===== src/common/wrb_pkg.sv =====
/*
 * Sizes and types shared by the write-response bank:
 * ID, slot address, per-ID count, message and bit-vector types
 */
package wrb_pkg;

  // AXI ID
  localparam int unsigned IdWidth = 2;
  localparam int unsigned NumIds = 1 << IdWidth;

  // Shared slot memory
  localparam int unsigned Capacity = 16;
  localparam int unsigned AddrWidth = $clog2(Capacity);

  // The ID sits in the low bits of each message
  localparam int unsigned MessageWidth = 32;

  typedef logic [IdWidth-1:0] id_t;

  typedef logic [AddrWidth-1:0] addr_t;

  // Counts 0 up to Capacity inclusive
  typedef logic [AddrWidth:0] cnt_t;

  typedef logic [MessageWidth-1:0] msg_t;

  // One bit per slot for occupancy and release enables
  typedef logic [Capacity-1:0] slot_vec_t;

  typedef logic [NumIds-1:0] id_vec_t;

endpackage

===== src/common/release_if.sv =====
/*
 * Release path between the list controller and the release arbiter
 */
interface release_if;

  // Per-ID list state from the list controller
  wrb_pkg::id_vec_t ready_ids;
  wrb_pkg::addr_t   tails [wrb_pkg::NumIds];
  wrb_pkg::id_vec_t head_is_filled;

  // Grant decision from the arbiter
  logic             grant_valid;
  wrb_pkg::id_t     grant_id;

  modport list (
    output ready_ids, tails, head_is_filled,
    input  grant_valid, grant_id
  );

  modport arb (
    input  ready_ids, tails, head_is_filled,
    output grant_valid, grant_id
  );

endinterface


===== src/source/write_resp_bank.sv =====
/*
 * Write-response bank top: slot allocator, message and next-pointer RAMs,
 * list controller, release arbiter and output register
 */
module write_resp_bank (
  input  logic               clk_i,
  input  logic               rst_ni,
  // Reservation
  input  wrb_pkg::id_t       res_id_i,
  input  logic               res_ready_i,
  output logic               res_valid_o,
  output wrb_pkg::addr_t     res_addr_o,
  // Incoming messages
  input  wrb_pkg::msg_t      in_data_i,
  input  logic               in_valid_i,
  output logic               in_ready_o,
  input  wrb_pkg::slot_vec_t release_en_i,
  // Outgoing messages
  output wrb_pkg::msg_t      out_data_o,
  output logic               out_valid_o,
  input  logic               out_ready_i,
  // Freed slot pulse
  output logic               released_valid_o,
  output wrb_pkg::addr_t     released_addr_o
);

  logic           res_fire;
  wrb_pkg::id_t   in_id;
  logic           msg_we;
  wrb_pkg::addr_t msg_waddr;
  wrb_pkg::msg_t  msg_rdata;
  logic           next_we;
  wrb_pkg::addr_t next_waddr;
  wrb_pkg::addr_t next_wdata;
  wrb_pkg::addr_t next_raddr;
  wrb_pkg::addr_t next_rdata;
  wrb_pkg::addr_t grant_addr;
  logic           take_ready;

  release_if i_release_if ();

  assign res_fire         = res_valid_o && res_ready_i;
  assign in_id            = in_data_i[wrb_pkg::IdWidth-1:0];
  assign released_valid_o = i_release_if.grant_valid;
  assign released_addr_o  = grant_addr;

  slot_allocator i_slot_allocator (
    .clk_i        (clk_i),
    .rst_ni       (rst_ni),
    .alloc_i      (res_fire),
    .free_valid_i (i_release_if.grant_valid),
    .free_addr_i  (grant_addr),
    .any_free_o   (res_valid_o),
    .free_addr_o  (res_addr_o)
  );

  slot_ram #(.payload_t(wrb_pkg::msg_t)) i_msg_ram (
    .clk_i   (clk_i),
    .we_i    (msg_we),
    .waddr_i (msg_waddr),
    .wdata_i (in_data_i),
    .raddr_i (grant_addr),
    .rdata_o (msg_rdata)
  );

  slot_ram #(.payload_t(wrb_pkg::addr_t)) i_next_ram (
    .clk_i   (clk_i),
    .we_i    (next_we),
    .waddr_i (next_waddr),
    .wdata_i (next_wdata),
    .raddr_i (next_raddr),
    .rdata_o (next_rdata)
  );

  list_ctrl i_list_ctrl (
    .clk_i        (clk_i),
    .rst_ni       (rst_ni),
    .res_fire_i   (res_fire),
    .res_id_i     (res_id_i),
    .res_addr_i   (res_addr_o),
    .in_valid_i   (in_valid_i),
    .in_id_i      (in_id),
    .in_ready_o   (in_ready_o),
    .msg_we_o     (msg_we),
    .msg_waddr_o  (msg_waddr),
    .rel          (i_release_if.list),
    .next_we_o    (next_we),
    .next_waddr_o (next_waddr),
    .next_wdata_o (next_wdata),
    .next_raddr_o (next_raddr),
    .next_rdata_i (next_rdata)
  );

  release_arbiter i_release_arbiter (
    .release_en_i (release_en_i),
    .take_ready_i (take_ready),
    .rel          (i_release_if.arb),
    .grant_addr_o (grant_addr)
  );

  output_stage i_output_stage (
    .clk_i        (clk_i),
    .rst_ni       (rst_ni),
    .load_i       (i_release_if.grant_valid),
    .data_i       (msg_rdata),
    .out_ready_i  (out_ready_i),
    .out_valid_o  (out_valid_o),
    .out_data_o   (out_data_o),
    .take_ready_o (take_ready)
  );

endmodule


===== src/source/output_stage.sv =====
/*
 * One-entry output register with valid/ready
 */
module output_stage (
  input  logic          clk_i,
  input  logic          rst_ni,
  input  logic          load_i,
  input  wrb_pkg::msg_t data_i,
  input  logic          out_ready_i,
  output logic          out_valid_o,
  output wrb_pkg::msg_t out_data_o,
  output logic          take_ready_o
);

  logic          valid_q;
  wrb_pkg::msg_t data_q;

  // Empty, or the held message leaves at this edge
  assign take_ready_o = !valid_q || out_ready_i;

  always_ff @(posedge clk_i or negedge rst_ni) begin
    if (!rst_ni) begin
      valid_q <= 1'b0;
    end else if (load_i) begin
      valid_q <= 1'b1;
    end else if (out_ready_i) begin
      valid_q <= 1'b0;
    end
  end

  always_ff @(posedge clk_i) begin
    if (load_i) begin
      data_q <= data_i;
    end
  end

  assign out_valid_o = valid_q;
  assign out_data_o  = data_q;

endmodule


===== src/linked_list/release_arbiter.sv =====
/*
 * Picks the ID and slot to release this cycle, lowest candidate ID first
 */
module release_arbiter (
  input  wrb_pkg::slot_vec_t release_en_i,
  input  logic               take_ready_i,
  release_if.arb             rel,
  output wrb_pkg::addr_t     grant_addr_o
);

  wrb_pkg::id_vec_t candidates;

  // Oldest filled slot of the ID must have its enable set
  always_comb begin
    for (int i = 0; i < wrb_pkg::NumIds; i++) begin
      candidates[i] = rel.ready_ids[i] && rel.head_is_filled[i] &&
                      release_en_i[rel.tails[i]];
    end
  end

  // Lowest ID wins
  always_comb begin
    rel.grant_id = '0;
    for (int i = wrb_pkg::NumIds - 1; i >= 0; i--) begin
      if (candidates[i]) begin
        rel.grant_id = wrb_pkg::id_t'(i);
      end
    end
  end

  assign rel.grant_valid = take_ready_i && (|candidates);
  assign grant_addr_o    = rel.tails[rel.grant_id];

endmodule


===== src/linked_list/list_ctrl.sv =====
/*
 * Per-ID linked lists over the shared slots: last-reserved, fill and
 * tail pointers, reserved-unfilled and filled counts, next-pointer writes
 */
module list_ctrl (
  input  logic           clk_i,
  input  logic           rst_ni,
  input  logic           res_fire_i,
  input  wrb_pkg::id_t   res_id_i,
  input  wrb_pkg::addr_t res_addr_i,
  input  logic           in_valid_i,
  input  wrb_pkg::id_t   in_id_i,
  output logic           in_ready_o,
  output logic           msg_we_o,
  output wrb_pkg::addr_t msg_waddr_o,
  release_if.list        rel,
  output logic           next_we_o,
  output wrb_pkg::addr_t next_waddr_o,
  output wrb_pkg::addr_t next_wdata_o,
  output wrb_pkg::addr_t next_raddr_o,
  input  wrb_pkg::addr_t next_rdata_i
);

  wrb_pkg::addr_t last_res_d [wrb_pkg::NumIds];
  wrb_pkg::addr_t last_res_q [wrb_pkg::NumIds];
  wrb_pkg::addr_t fill_ptr_d [wrb_pkg::NumIds];
  wrb_pkg::addr_t fill_ptr_q [wrb_pkg::NumIds];
  wrb_pkg::addr_t tail_d     [wrb_pkg::NumIds];
  wrb_pkg::addr_t tail_q     [wrb_pkg::NumIds];
  wrb_pkg::cnt_t  unfilled_d [wrb_pkg::NumIds];
  wrb_pkg::cnt_t  unfilled_q [wrb_pkg::NumIds];
  wrb_pkg::cnt_t  filled_d   [wrb_pkg::NumIds];
  wrb_pkg::cnt_t  filled_q   [wrb_pkg::NumIds];

  wrb_pkg::id_vec_t res_hit;
  wrb_pkg::id_vec_t fill_hit;
  wrb_pkg::id_vec_t grant_hit;
  logic             tail_needs_read;
  logic             fill_stall;
  logic             fill_fire;

  // A tail with more than one filled slot behind it follows its next pointer
  assign tail_needs_read = rel.grant_valid && (filled_q[rel.grant_id] > wrb_pkg::cnt_t'(1));

  // Grant owns the read port, and a fill of the granted ID always waits
  assign fill_stall = rel.grant_valid &&
                      ((rel.grant_id == in_id_i) ||
                       (tail_needs_read && (unfilled_q[in_id_i] > wrb_pkg::cnt_t'(1))));

  assign in_ready_o = (unfilled_q[in_id_i] != '0) && !fill_stall;
  assign fill_fire  = in_valid_i && in_ready_o;

  assign msg_we_o    = fill_fire;
  assign msg_waddr_o = fill_ptr_q[in_id_i];

  // Link a new slot behind the last reserved one of a non-empty list
  assign next_we_o    = res_fire_i && ((unfilled_q[res_id_i] + filled_q[res_id_i]) != '0);
  assign next_waddr_o = last_res_q[res_id_i];
  assign next_wdata_o = res_addr_i;
  assign next_raddr_o = tail_needs_read ? tail_q[rel.grant_id] : fill_ptr_q[in_id_i];

  // Fills go in order, so the oldest reserved slot is filled once any is
  for (genvar i = 0; i < wrb_pkg::NumIds; i++) begin : gen_rel
    assign rel.ready_ids[i]      = filled_q[i] != '0;
    assign rel.head_is_filled[i] = filled_q[i] != '0;
    assign rel.tails[i]          = tail_q[i];
  end

  always_comb begin
    for (int i = 0; i < wrb_pkg::NumIds; i++) begin
      res_hit[i]   = res_fire_i && (res_id_i == wrb_pkg::id_t'(i));
      fill_hit[i]  = fill_fire && (in_id_i == wrb_pkg::id_t'(i));
      grant_hit[i] = rel.grant_valid && (rel.grant_id == wrb_pkg::id_t'(i));

      unfilled_d[i] = unfilled_q[i] + wrb_pkg::cnt_t'(res_hit[i]) -
                      wrb_pkg::cnt_t'(fill_hit[i]);
      filled_d[i]   = filled_q[i] + wrb_pkg::cnt_t'(fill_hit[i]) -
                      wrb_pkg::cnt_t'(grant_hit[i]);
      last_res_d[i] = res_hit[i] ? res_addr_i : last_res_q[i];

      // Fill pointer walks the list, or takes a new slot when none is left
      fill_ptr_d[i] = fill_ptr_q[i];
      if (fill_hit[i]) begin
        fill_ptr_d[i] = next_rdata_i;
      end
      if (res_hit[i] && (unfilled_d[i] == wrb_pkg::cnt_t'(1))) begin
        fill_ptr_d[i] = res_addr_i;
      end

      tail_d[i] = tail_q[i];
      if (grant_hit[i]) begin
        tail_d[i] = next_rdata_i;
      end
      // First filled slot after the list drained
      if (fill_hit[i] && (filled_q[i] == '0)) begin
        tail_d[i] = fill_ptr_q[i];
      end
      if (res_hit[i] && (unfilled_q[i] == '0) && (filled_q[i] == '0)) begin
        tail_d[i] = res_addr_i;
      end
    end
  end

  always_ff @(posedge clk_i or negedge rst_ni) begin
    if (!rst_ni) begin
      for (int i = 0; i < wrb_pkg::NumIds; i++) begin
        last_res_q[i] <= '0;
        fill_ptr_q[i] <= '0;
        tail_q[i]     <= '0;
        unfilled_q[i] <= '0;
        filled_q[i]   <= '0;
      end
    end else begin
      last_res_q <= last_res_d;
      fill_ptr_q <= fill_ptr_d;
      tail_q     <= tail_d;
      unfilled_q <= unfilled_d;
      filled_q   <= filled_d;
    end
  end

endmodule


===== src/source/slot_ram.sv =====
/*
 * Flop-based slot array, one write port and one combinational read port
 */
module slot_ram #(
  parameter type payload_t = logic
) (
  input  logic           clk_i,
  input  logic           we_i,
  input  wrb_pkg::addr_t waddr_i,
  input  payload_t       wdata_i,
  input  wrb_pkg::addr_t raddr_i,
  output payload_t       rdata_o
);

  payload_t mem_q [wrb_pkg::Capacity];

  always_ff @(posedge clk_i) begin
    if (we_i) begin
      mem_q[waddr_i] <= wdata_i;
    end
  end

  // Read sees the old content when the same entry is written this cycle
  assign rdata_o = mem_q[raddr_i];

endmodule


===== src/source/slot_allocator.sv =====
/*
 * Slot occupancy bits with a lowest-free-slot priority search
 */
module slot_allocator (
  input  logic           clk_i,
  input  logic           rst_ni,
  input  logic           alloc_i,
  input  logic           free_valid_i,
  input  wrb_pkg::addr_t free_addr_i,
  output logic           any_free_o,
  output wrb_pkg::addr_t free_addr_o
);

  wrb_pkg::slot_vec_t occupied_d;
  wrb_pkg::slot_vec_t occupied_q;
  // Low during reset, so nothing is offered before the bank runs
  logic               active_q;

  // Lowest free slot wins
  always_comb begin
    free_addr_o = '0;
    for (int i = wrb_pkg::Capacity - 1; i >= 0; i--) begin
      if (!occupied_q[i]) begin
        free_addr_o = wrb_pkg::addr_t'(i);
      end
    end
  end

  assign any_free_o = active_q && !(&occupied_q);

  // A freed slot is occupied and so never matches the allocated one
  always_comb begin
    occupied_d = occupied_q;
    if (alloc_i) begin
      occupied_d[free_addr_o] = 1'b1;
    end
    if (free_valid_i) begin
      occupied_d[free_addr_i] = 1'b0;
    end
  end

  always_ff @(posedge clk_i or negedge rst_ni) begin
    if (!rst_ni) begin
      occupied_q <= '0;
      active_q   <= 1'b0;
    end else begin
      occupied_q <= occupied_d;
      active_q   <= 1'b1;
    end
  end

endmodule


===== config.mk =====
export PLATFORM = sky130hd
export DESIGN_NAME = write_resp_bank
export DESIGN_NICKNAME = d
export VERILOG_FILES = /design/src/common/wrb_pkg.sv /design/src/common/release_if.sv /design/src/source/write_resp_bank.sv /design/src/source/output_stage.sv /design/src/linked_list/release_arbiter.sv /design/src/linked_list/list_ctrl.sv /design/src/source/slot_ram.sv /design/src/source/slot_allocator.sv
export SDC_FILE = /design/constraint.sdc
export NUM_CORES = 1
export LEC_CHECK = 0
export BUFFER_PORTS_ARGS = -buffer_cell sky130_fd_sc_hd__buf_4
export CORE_MARGIN = 2
export CORE_UTILIZATION = 50
export DETAILED_ROUTE_END_ITERATION = 16
export PLACE_DENSITY_LB_ADDON = 0.3
export SYNTH_ARGS = -nofsm -noshare
export SYNTH_HDL_FRONTEND = slang
export SYNTH_HIERARCHICAL = 1
export SYNTH_SLANG_ARGS = --single-unit

===== constraint.sdc =====
create_clock -name clk_i -period 19.7 [get_ports clk_i]
set_input_delay 0.985 -clock clk_i [delete_from_list [all_inputs] [get_ports clk_i]]
set_output_delay 0.985 -clock clk_i [all_outputs]
set_load 0.05 [all_outputs]

# After elaboration in Yosys (flattened, before gate mapping)
# Memory sizes are Yosys's and may differ from the RTL's. A register that Yosys moved wholly into a read port is not among the register bits.
# Index checks and enable logic that the tools add are counted.
op_classes:
  n_addsub: 17
  magnitude_cmp: 13
  n_eq_ne: 14
  mux: 82
  bitwise: 6
  reduce_logical: 76
op_table:
  columns: ["cell", "n"]
  rows:
  - ["$mux W4", 43]
  - ["$logic_and A1 B1 Y1", 43]
  - ["$add A5 B1 Y5", 8]
  - ["$bmux W5 S2", 4]
  - ["$logic_not A5 Y1", 8]
  - ["$mux W5", 8]
  - ["$sub A5 B1 Y5", 8]
  - ["$mux W16", 2]
  - ["$lt A4 B5 Y1 const B", 6]
  - ["$reduce_bool A5 Y1", 6]
  - ["$bmux W4 S2", 3]
  - ["$eq A5 B1 Y1 const B", 4]
  - ["$and A16 B16 Y16", 1]
  - ["$bmux W1 S4", 4]
  - ["$not A16 Y16", 1]
  - ["$or A16 B16 Y16", 1]
  - ["$reduce_and A16 Y1", 1]
  - ["$eq A2 B2 Y1 const B", 6]
  - ["$mux W1", 12]
  - ["$reduce_bool A3 Y1", 4]
  - ["$gt A5 B1 Y1 const B", 2]
  - ["$reduce_bool A2 Y1", 5]
  - ["$ge A3 B3 Y1 const B", 3]
  - ["$not A2 Y3", 3]
  - ["other kinds (10)", 22]
totals:
  register_bits: 106
  ramBits: 576
  mem_count: 2
memory_table:
  columns: ["name", "depth", "width", "rd", "rd_ports_with_merged_regs", "wr", "line", "source"]
  rows:
  - ["i_msg_ram.mem_q", 16, 32, 1, 1, 1, "slot_ram.sv:15", "payload_t mem_q [wrb_pkg::Capacity];"]
  - ["i_next_ram.mem_q", 16, 4, 1, 0, 1, "slot_ram.sv:15", null]

# Logic depth before layout (Yosys ltp)
depth:
  ltp_word: 24
  mapped_depth: 30
  depth_no_buf: 28

# Hierarchy
# Netlist, hierarchy kept.
modules_own_cells:
  columns: ["mod", "instances", "cells_per_inst", "area_each_um2", "seq_area_each_um2"]
  rows:
  - ["slot_ram at i_msg_ram", 1, 806, 19213.4, 15374.7]
  - ["list_ctrl", 1, 544, 6182.2, 2202.1]
  - ["slot_ram at i_next_ram", 1, 126, 2586.2, 1921.8]
  - ["slot_allocator", 1, 122, 1044.8, 425.4]
  - ["output_stage", 1, 35, 1008.5, 985.9]
  - ["release_arbiter", 1, 92, 824.5, 0.0]
  - ["write_resp_bank", 1, 1, 6.3, 0.0]

# Least setup slack after synthesis
# OpenSTA, ideal clock, no wires.
synth_timing:
  path_type: "input port to flip-flop"
  startpoint: "in release_en_i[13]"
  endpoint: "mem i_msg_ram/mem_q[0][0] (netlist name) (enable)"
  arrival_ps: 6759
  t_required_ps: 19239
  setup_slack_ps: 12480
  path_stages: 14
  path_buffers: 1
  path_cell_list: "mux4_2 > o2111a_1 > o211ai_2 > nand2_1 > o31a_1 > inv_2 > a41oi_2 > nand4_2 > or3_1 > buf_6 > and3_2 > and2_1 > or3b_2 > nor3_1"
synth_via:
  word_cells_on_any_way: 33
  classes_between: "order compare (1); eq/ne (1); mux (17); bitwise (1); reduce/logical (13)"
synth_rtl:
  columns: ["element", "line", "source"]
  rows:
  - ["start: declaration", "write_resp_bank.sv:17", "input wrb_pkg::slot_vec_t release_en_i,"]
  - ["$bmux W1 S4", "release_arbiter.sv:17", "release_en_i[rel.tails[i]];"]
  - ["$mux W1 (implied by the code)", "release_arbiter.sv:17", null]
  - ["$logic_and A1 B1 Y1", "release_arbiter.sv:16", "candidates[i] = rel.ready_ids[i] && rel.head_is_filled[i] &&"]
  - ["$reduce_or A4 Y1 *", "release_arbiter.sv:31", "assign rel.grant_valid = take_ready_i && (|candidates);"]
  - ["$logic_and A1 B1 Y1 *", "release_arbiter.sv:31", null]
  - ["via released_valid_o", "write_resp_bank.sv:23", "output logic released_valid_o,"]
  - ["$logic_and A1 B1 Y1", "list_ctrl.sv:43", "assign tail_needs_read = rel.grant_valid && (filled_q[rel.grant_id] > wrb_pkg::cnt_t'(1));"]
  - ["$logic_and A1 B1 Y1", "list_ctrl.sv:48", "(tail_needs_read && (unfilled_q[in_id_i] > wrb_pkg::cnt_t'(1))));"]
  - ["$logic_or A1 B1 Y1", "list_ctrl.sv:47", "((rel.grant_id == in_id_i) ||"]
  - ["$logic_and A1 B1 Y1 *", "list_ctrl.sv:46", "assign fill_stall = rel.grant_valid &&"]
  - ["$logic_not A1 Y1 *", "list_ctrl.sv:50", "assign in_ready_o = (unfilled_q[in_id_i] != '0) && !fill_stall;"]
  - ["$logic_and A1 B1 Y1 *", "list_ctrl.sv:50", null]
  - ["via in_ready_o", "write_resp_bank.sv:16", "output logic in_ready_o,"]
  - ["$logic_and A1 B1 Y1 *", "list_ctrl.sv:51", "assign fill_fire = in_valid_i && in_ready_o;"]
  - ["via msg_we", "write_resp_bank.sv:29", "logic msg_we;"]
  - ["$mux W1 *", "slot_ram.sv:18", "if (we_i) begin"]
  - ["$mux W1 (implied by the code) *", "slot_ram.sv:19", "mem_q[waddr_i] <= wdata_i;"]
  - ["end: declaration", "slot_ram.sv:15", null]
# The timed path passes the listed nets; every way through them passes the cells marked *. The select of a mux whose other input is x is not followed.

# Final worst setup path
layout_timing:
  startpoint: "reg i_list_ctrl/filled_q[2] (netlist name)"
  endpoint: "reg i_output_stage.data_q[23], in the netlist i_output_stage/out_data_o[23], read port of i_msg_ram.mem_q (data pin)"
layout_via:
  elab_chain_len: 10
  word_cells_on_any_way: 12
  classes_between: "mux (7); bitwise (1); reduce/logical (4)"
layout_rtl:
  columns: ["element", "line", "source"]
  rows:
  - ["start: declaration", "list_ctrl.sv:33", "wrb_pkg::cnt_t filled_q [wrb_pkg::NumIds];"]
  - ["start signal: assignment", "list_ctrl.sv:118", "filled_q <= filled_d;"]
  - ["$reduce_bool A5 Y1 *", "list_ctrl.sv:65", "assign rel.head_is_filled[i] = filled_q[i] != '0;"]
  - ["via i_release_if.head_is_filled[3]", "release_if.sv:9", "wrb_pkg::id_vec_t head_is_filled;"]
  - ["$logic_and A1 B1 Y1 *", "release_arbiter.sv:16", null]
  - ["$mux W2 (4 in a row)", "release_arbiter.sv:25", "if (candidates[i]) begin"]
  - ["$not A2 Y3 (implied by the code)", "release_arbiter.sv:32", "assign grant_addr_o = rel.tails[rel.grant_id];"]
  - ["$bmux W4 S2", "release_arbiter.sv:32", null]
  - ["$mux W4 (implied by the code) (2 in a row)", "release_arbiter.sv:32", null]
  - ["end: declaration", "output_stage.sv:16", "wrb_pkg::msg_t data_q;"]
# Marks and branches as above.
# A chain may end at the register's enable or synchronous reset.

==> flow_summary.yaml <==
outcome:
  status: "complete, no violations"
die:
  die_w_um: 252.5
  die_h_um: 252.5
  coreArea_um2: 61370
  die-area_um2: 63740
  start_util_pct: 50.29
  num_rows: 91
  io_pins: 99
timing:
  clock.fmax_mhz: 160.0
  finClkSkew_ps: 26.90
  fin_crit_sh_pct: 31.72
  finalCriticalPeriod_ps: 6249
  tightestPinTransition_ps: 1144
  setup_tns_ps: 0
  rsz0062_at_grt: "no"
  relSlewSlack_pct: 23.73
  final-hold-violation-count: 0
  drv_slew: 0
  setup_viol: 0
global_routing:
  grt_pass1_wl_um: 104500
  grt_max_degree: 76
  grt_pass1_vias: 16910
  grt_antenna_before_repair: 0
  grt-ovfl-total: 0
  grt_usage_pct: 22.18
placement:
  dpl.cell_count: 2571
  place_congestion: 0.8623
  port_buffers: 98
  dpl.hpwl_um: 40300
route:
  routed_via_density: 6.069
  wl_per_cell_um: 25.68
  drtPass1Iterations: 5
  drtIter0Drc: 1694
  drc: 0
  antenna_left: 0
  vias: 16440
  wirelength_um: 69550
clocking:
  htree_levels: 3
  clkTransAtPathRegs_ps: 60
  cts-buffers-inserted: 75
  cts_tree: "done"
  clockBufferDepth: 3
  postCtsSetupBuffers: 0
  clkLatencyLatePin_ps: 620
  root_buffer: "clkbuf_16"
  holdBufCountCts: 0
  cts_resized: 0
  cts_sinks: 714
final_layout:
  final_cell_mix: "edfxtp_1 (608), mux4_2 (156), buf_4 (130)"
  area.growth.synth_to_final_pct: 13.23
  final_common_cell: "edfxtp_1"
  drive_gt1_share_pct: 26.64
  finalCoreUtilization_pct: 56.95
  nNetsFinal: 1974
  nFillCells: 4540
  stdcell_count: 2708
  antenna_cells: 0
setup_path:
  crit_path_end_kind: "flip-flop"
  cp_cell_sequence: "inv_1 -> ha_1 -> or4b_1 -> nand3_1 -> a21oi_1 -> nand3_1 -> o41ai_1 -> o211ai_2 -> mux2i_1 -> mux2i_4 -> buf_4 -> buf_4 -> buf_4 -> mux4_2 -> a22oi_1 -> nand2_1"
  cp_common_cell: "buf_4"
  arrival_ps: 6610
  startpoint_type: "flip-flop"
  cpPeakStageDelay_ps: 900
  crit_type: "reg -> reg"
  cp_max_fo: 50
  critPathSlowestCell: "buf_4"
  worstPathRequired_ps: 20060
synth:
  synth-warning-count: 6
  muxShareOfSynthArea_pct: 16.73
  synth_simple_gate_area_share_pct: 5.185
  synth_compound_area_share_pct: 4.078
  synth-main-ff-cell: "edfxtp_1"
  ys_ff_latch: 714
  synthesis.instances: 1726
  synth_nets: 1842
  syn_area_per_cell_um2: 17.88
  synth_area_um2: 30870
  synth_xor_area_share_pct: 1.103
  synth-edff-count: 608
  synth_adder_area_share_pct: 2.692
  synthArstFlopShare_pct: 14.85
  synthDistinctLibCells: 90
  synth_top_family_by_area: "multiplexers"
  yosysSeqAreaShare_pct: 67.74
min_path:
  hold_path.class: "in -> async"
run:
  drv_cap: 0
logic make-up (layout without fill, tap and decap cells):
| family | after synthesis | after routing |
|---|---|---|
| XOR/XNOR | 38 | 38 |
| other | 1 | 1 |
| buffers and inverters | 152 | 344 |
| adder cells (fa/ha/maj) | 61 | 61 |
| multiplexers | 284 | 284 |
| flip-flops | 714 | 714 |
| AO/OA/AOI/OAI | 177 | 177 |
| AND/OR/NAND/NOR | 299 | 299 |
synthesized netlist by cell type, types with 10 or more instances:
library cell	instances	share of area, %
mux4_1	17	1.4
xor2_1	17	0.48
nand2_1	95	1.2
o21ai_0	18	0.29
mux2_1	20	0.73
a21oi_1	32	0.52
ha_1	52	2.1
nor2_1	57	0.69
edfxtp_1	608	59
a21o_1	10	0.24
mux2_2	54	2.0
inv_1	75	0.91
xnor2_1	20	0.57
mux4_2	156	11
mux2i_1	37	1.2
a22oi_1	70	1.7
clkbuf_1	23	0.28
nor3_1	18	0.29
nor2b_1	14	0.28
nand3_1	29	0.47
dfrtp_1	106	8.6
buf_4	24	0.58
nand3b_1	13	0.32
critical path: cells and delay by family, from the launching register on:
kind	cells	cell delay (ps)
buf+inv	4	2440
mux	3	1010
compound gates	4	950
simple gates	4	930
flops	1	410
fa+ha+maj	1	140
through the flow:
step	instance area [um2]	setup WS (ps)	hold WS, ps
2_1_floorplan	30870	12480	441.3
3_3_place_gp	32540	13040	461.2
3_5_place_dp	32540	12990	471.7
4_1_cts	34950	13280	300.2
5_1_grt	34950	12870	321.3
6_report	34950	13450	315.5
flip-flops by register name, indices dropped and copies added (netlist names):
name / cells
i_list_ctrl/fill_ptr_q: 16
i_next_ram/mem_q: 64
i_list_ctrl/last_res_q: 16
i_list_ctrl/rel.tails: 16
i_slot_allocator/occupied_q: 16
i_slot_allocator/active_q: 1
i_output_stage/out_data_o: 32
i_msg_ram/mem_q: 512
i_list_ctrl/unfilled_q: 20
i_list_ctrl/filled_q: 20
i_output_stage/out_valid_o: 1
final timing paths:
path | startpoint | to | depth (start not counted) | slack (ps)
setup / recovery | i_list_ctrl/filled_q[2]$_DFF_PN0_ | i_output_stage/out_data_o[23]$_DFFE_PP_ | 16 | 13450
hold / removal | rst_ni | i_list_ctrl/last_res_q[0]$_DFFE_PN0P_ | 1 | 320
setup reg to reg | i_list_ctrl/filled_q[2]$_DFF_PN0_ | i_output_stage/out_data_o[23]$_DFFE_PP_ | 16 | 13450
hold reg to reg | i_list_ctrl/last_res_q[15]$_DFFE_PN0P_ | i_list_ctrl/last_res_q[15]$_DFFE_PN0P_ | 2 | 480
max in group asynchronous | rst_ni | i_list_ctrl/unfilled_q[4]$_DFF_PN0_ | 2 | 18030
min in group clk_i | i_list_ctrl/last_res_q[15]$_DFFE_PN0P_ | i_list_ctrl/last_res_q[15]$_DFFE_PN0P_ | 2 | 480
cell type report:
cell class	count	area, um2	share of cell area (%)
clock inverter	50	457.9	1.310
inverter	77	289.0	0.8270
timing repair buffer	130	975.9	2.792
tap	790	988.4	2.828
sequential	714	20910	59.83
clock buffer	87	1953	5.589
multi-input combinational	860	9374	26.82
metal layers:
layer  vias up  wire, um  global-route usage (%)
met4         0      1979                   6.999
met5         -         0                       0
met3       133      4602                   4.243
li1       7156         -                       -
met2       623     34380                   36.68
met1      8524     28580                   29.98
Power is not shown: default switching activity piles up to over one toggle a cycle in this logic, so the estimate is an artifact.
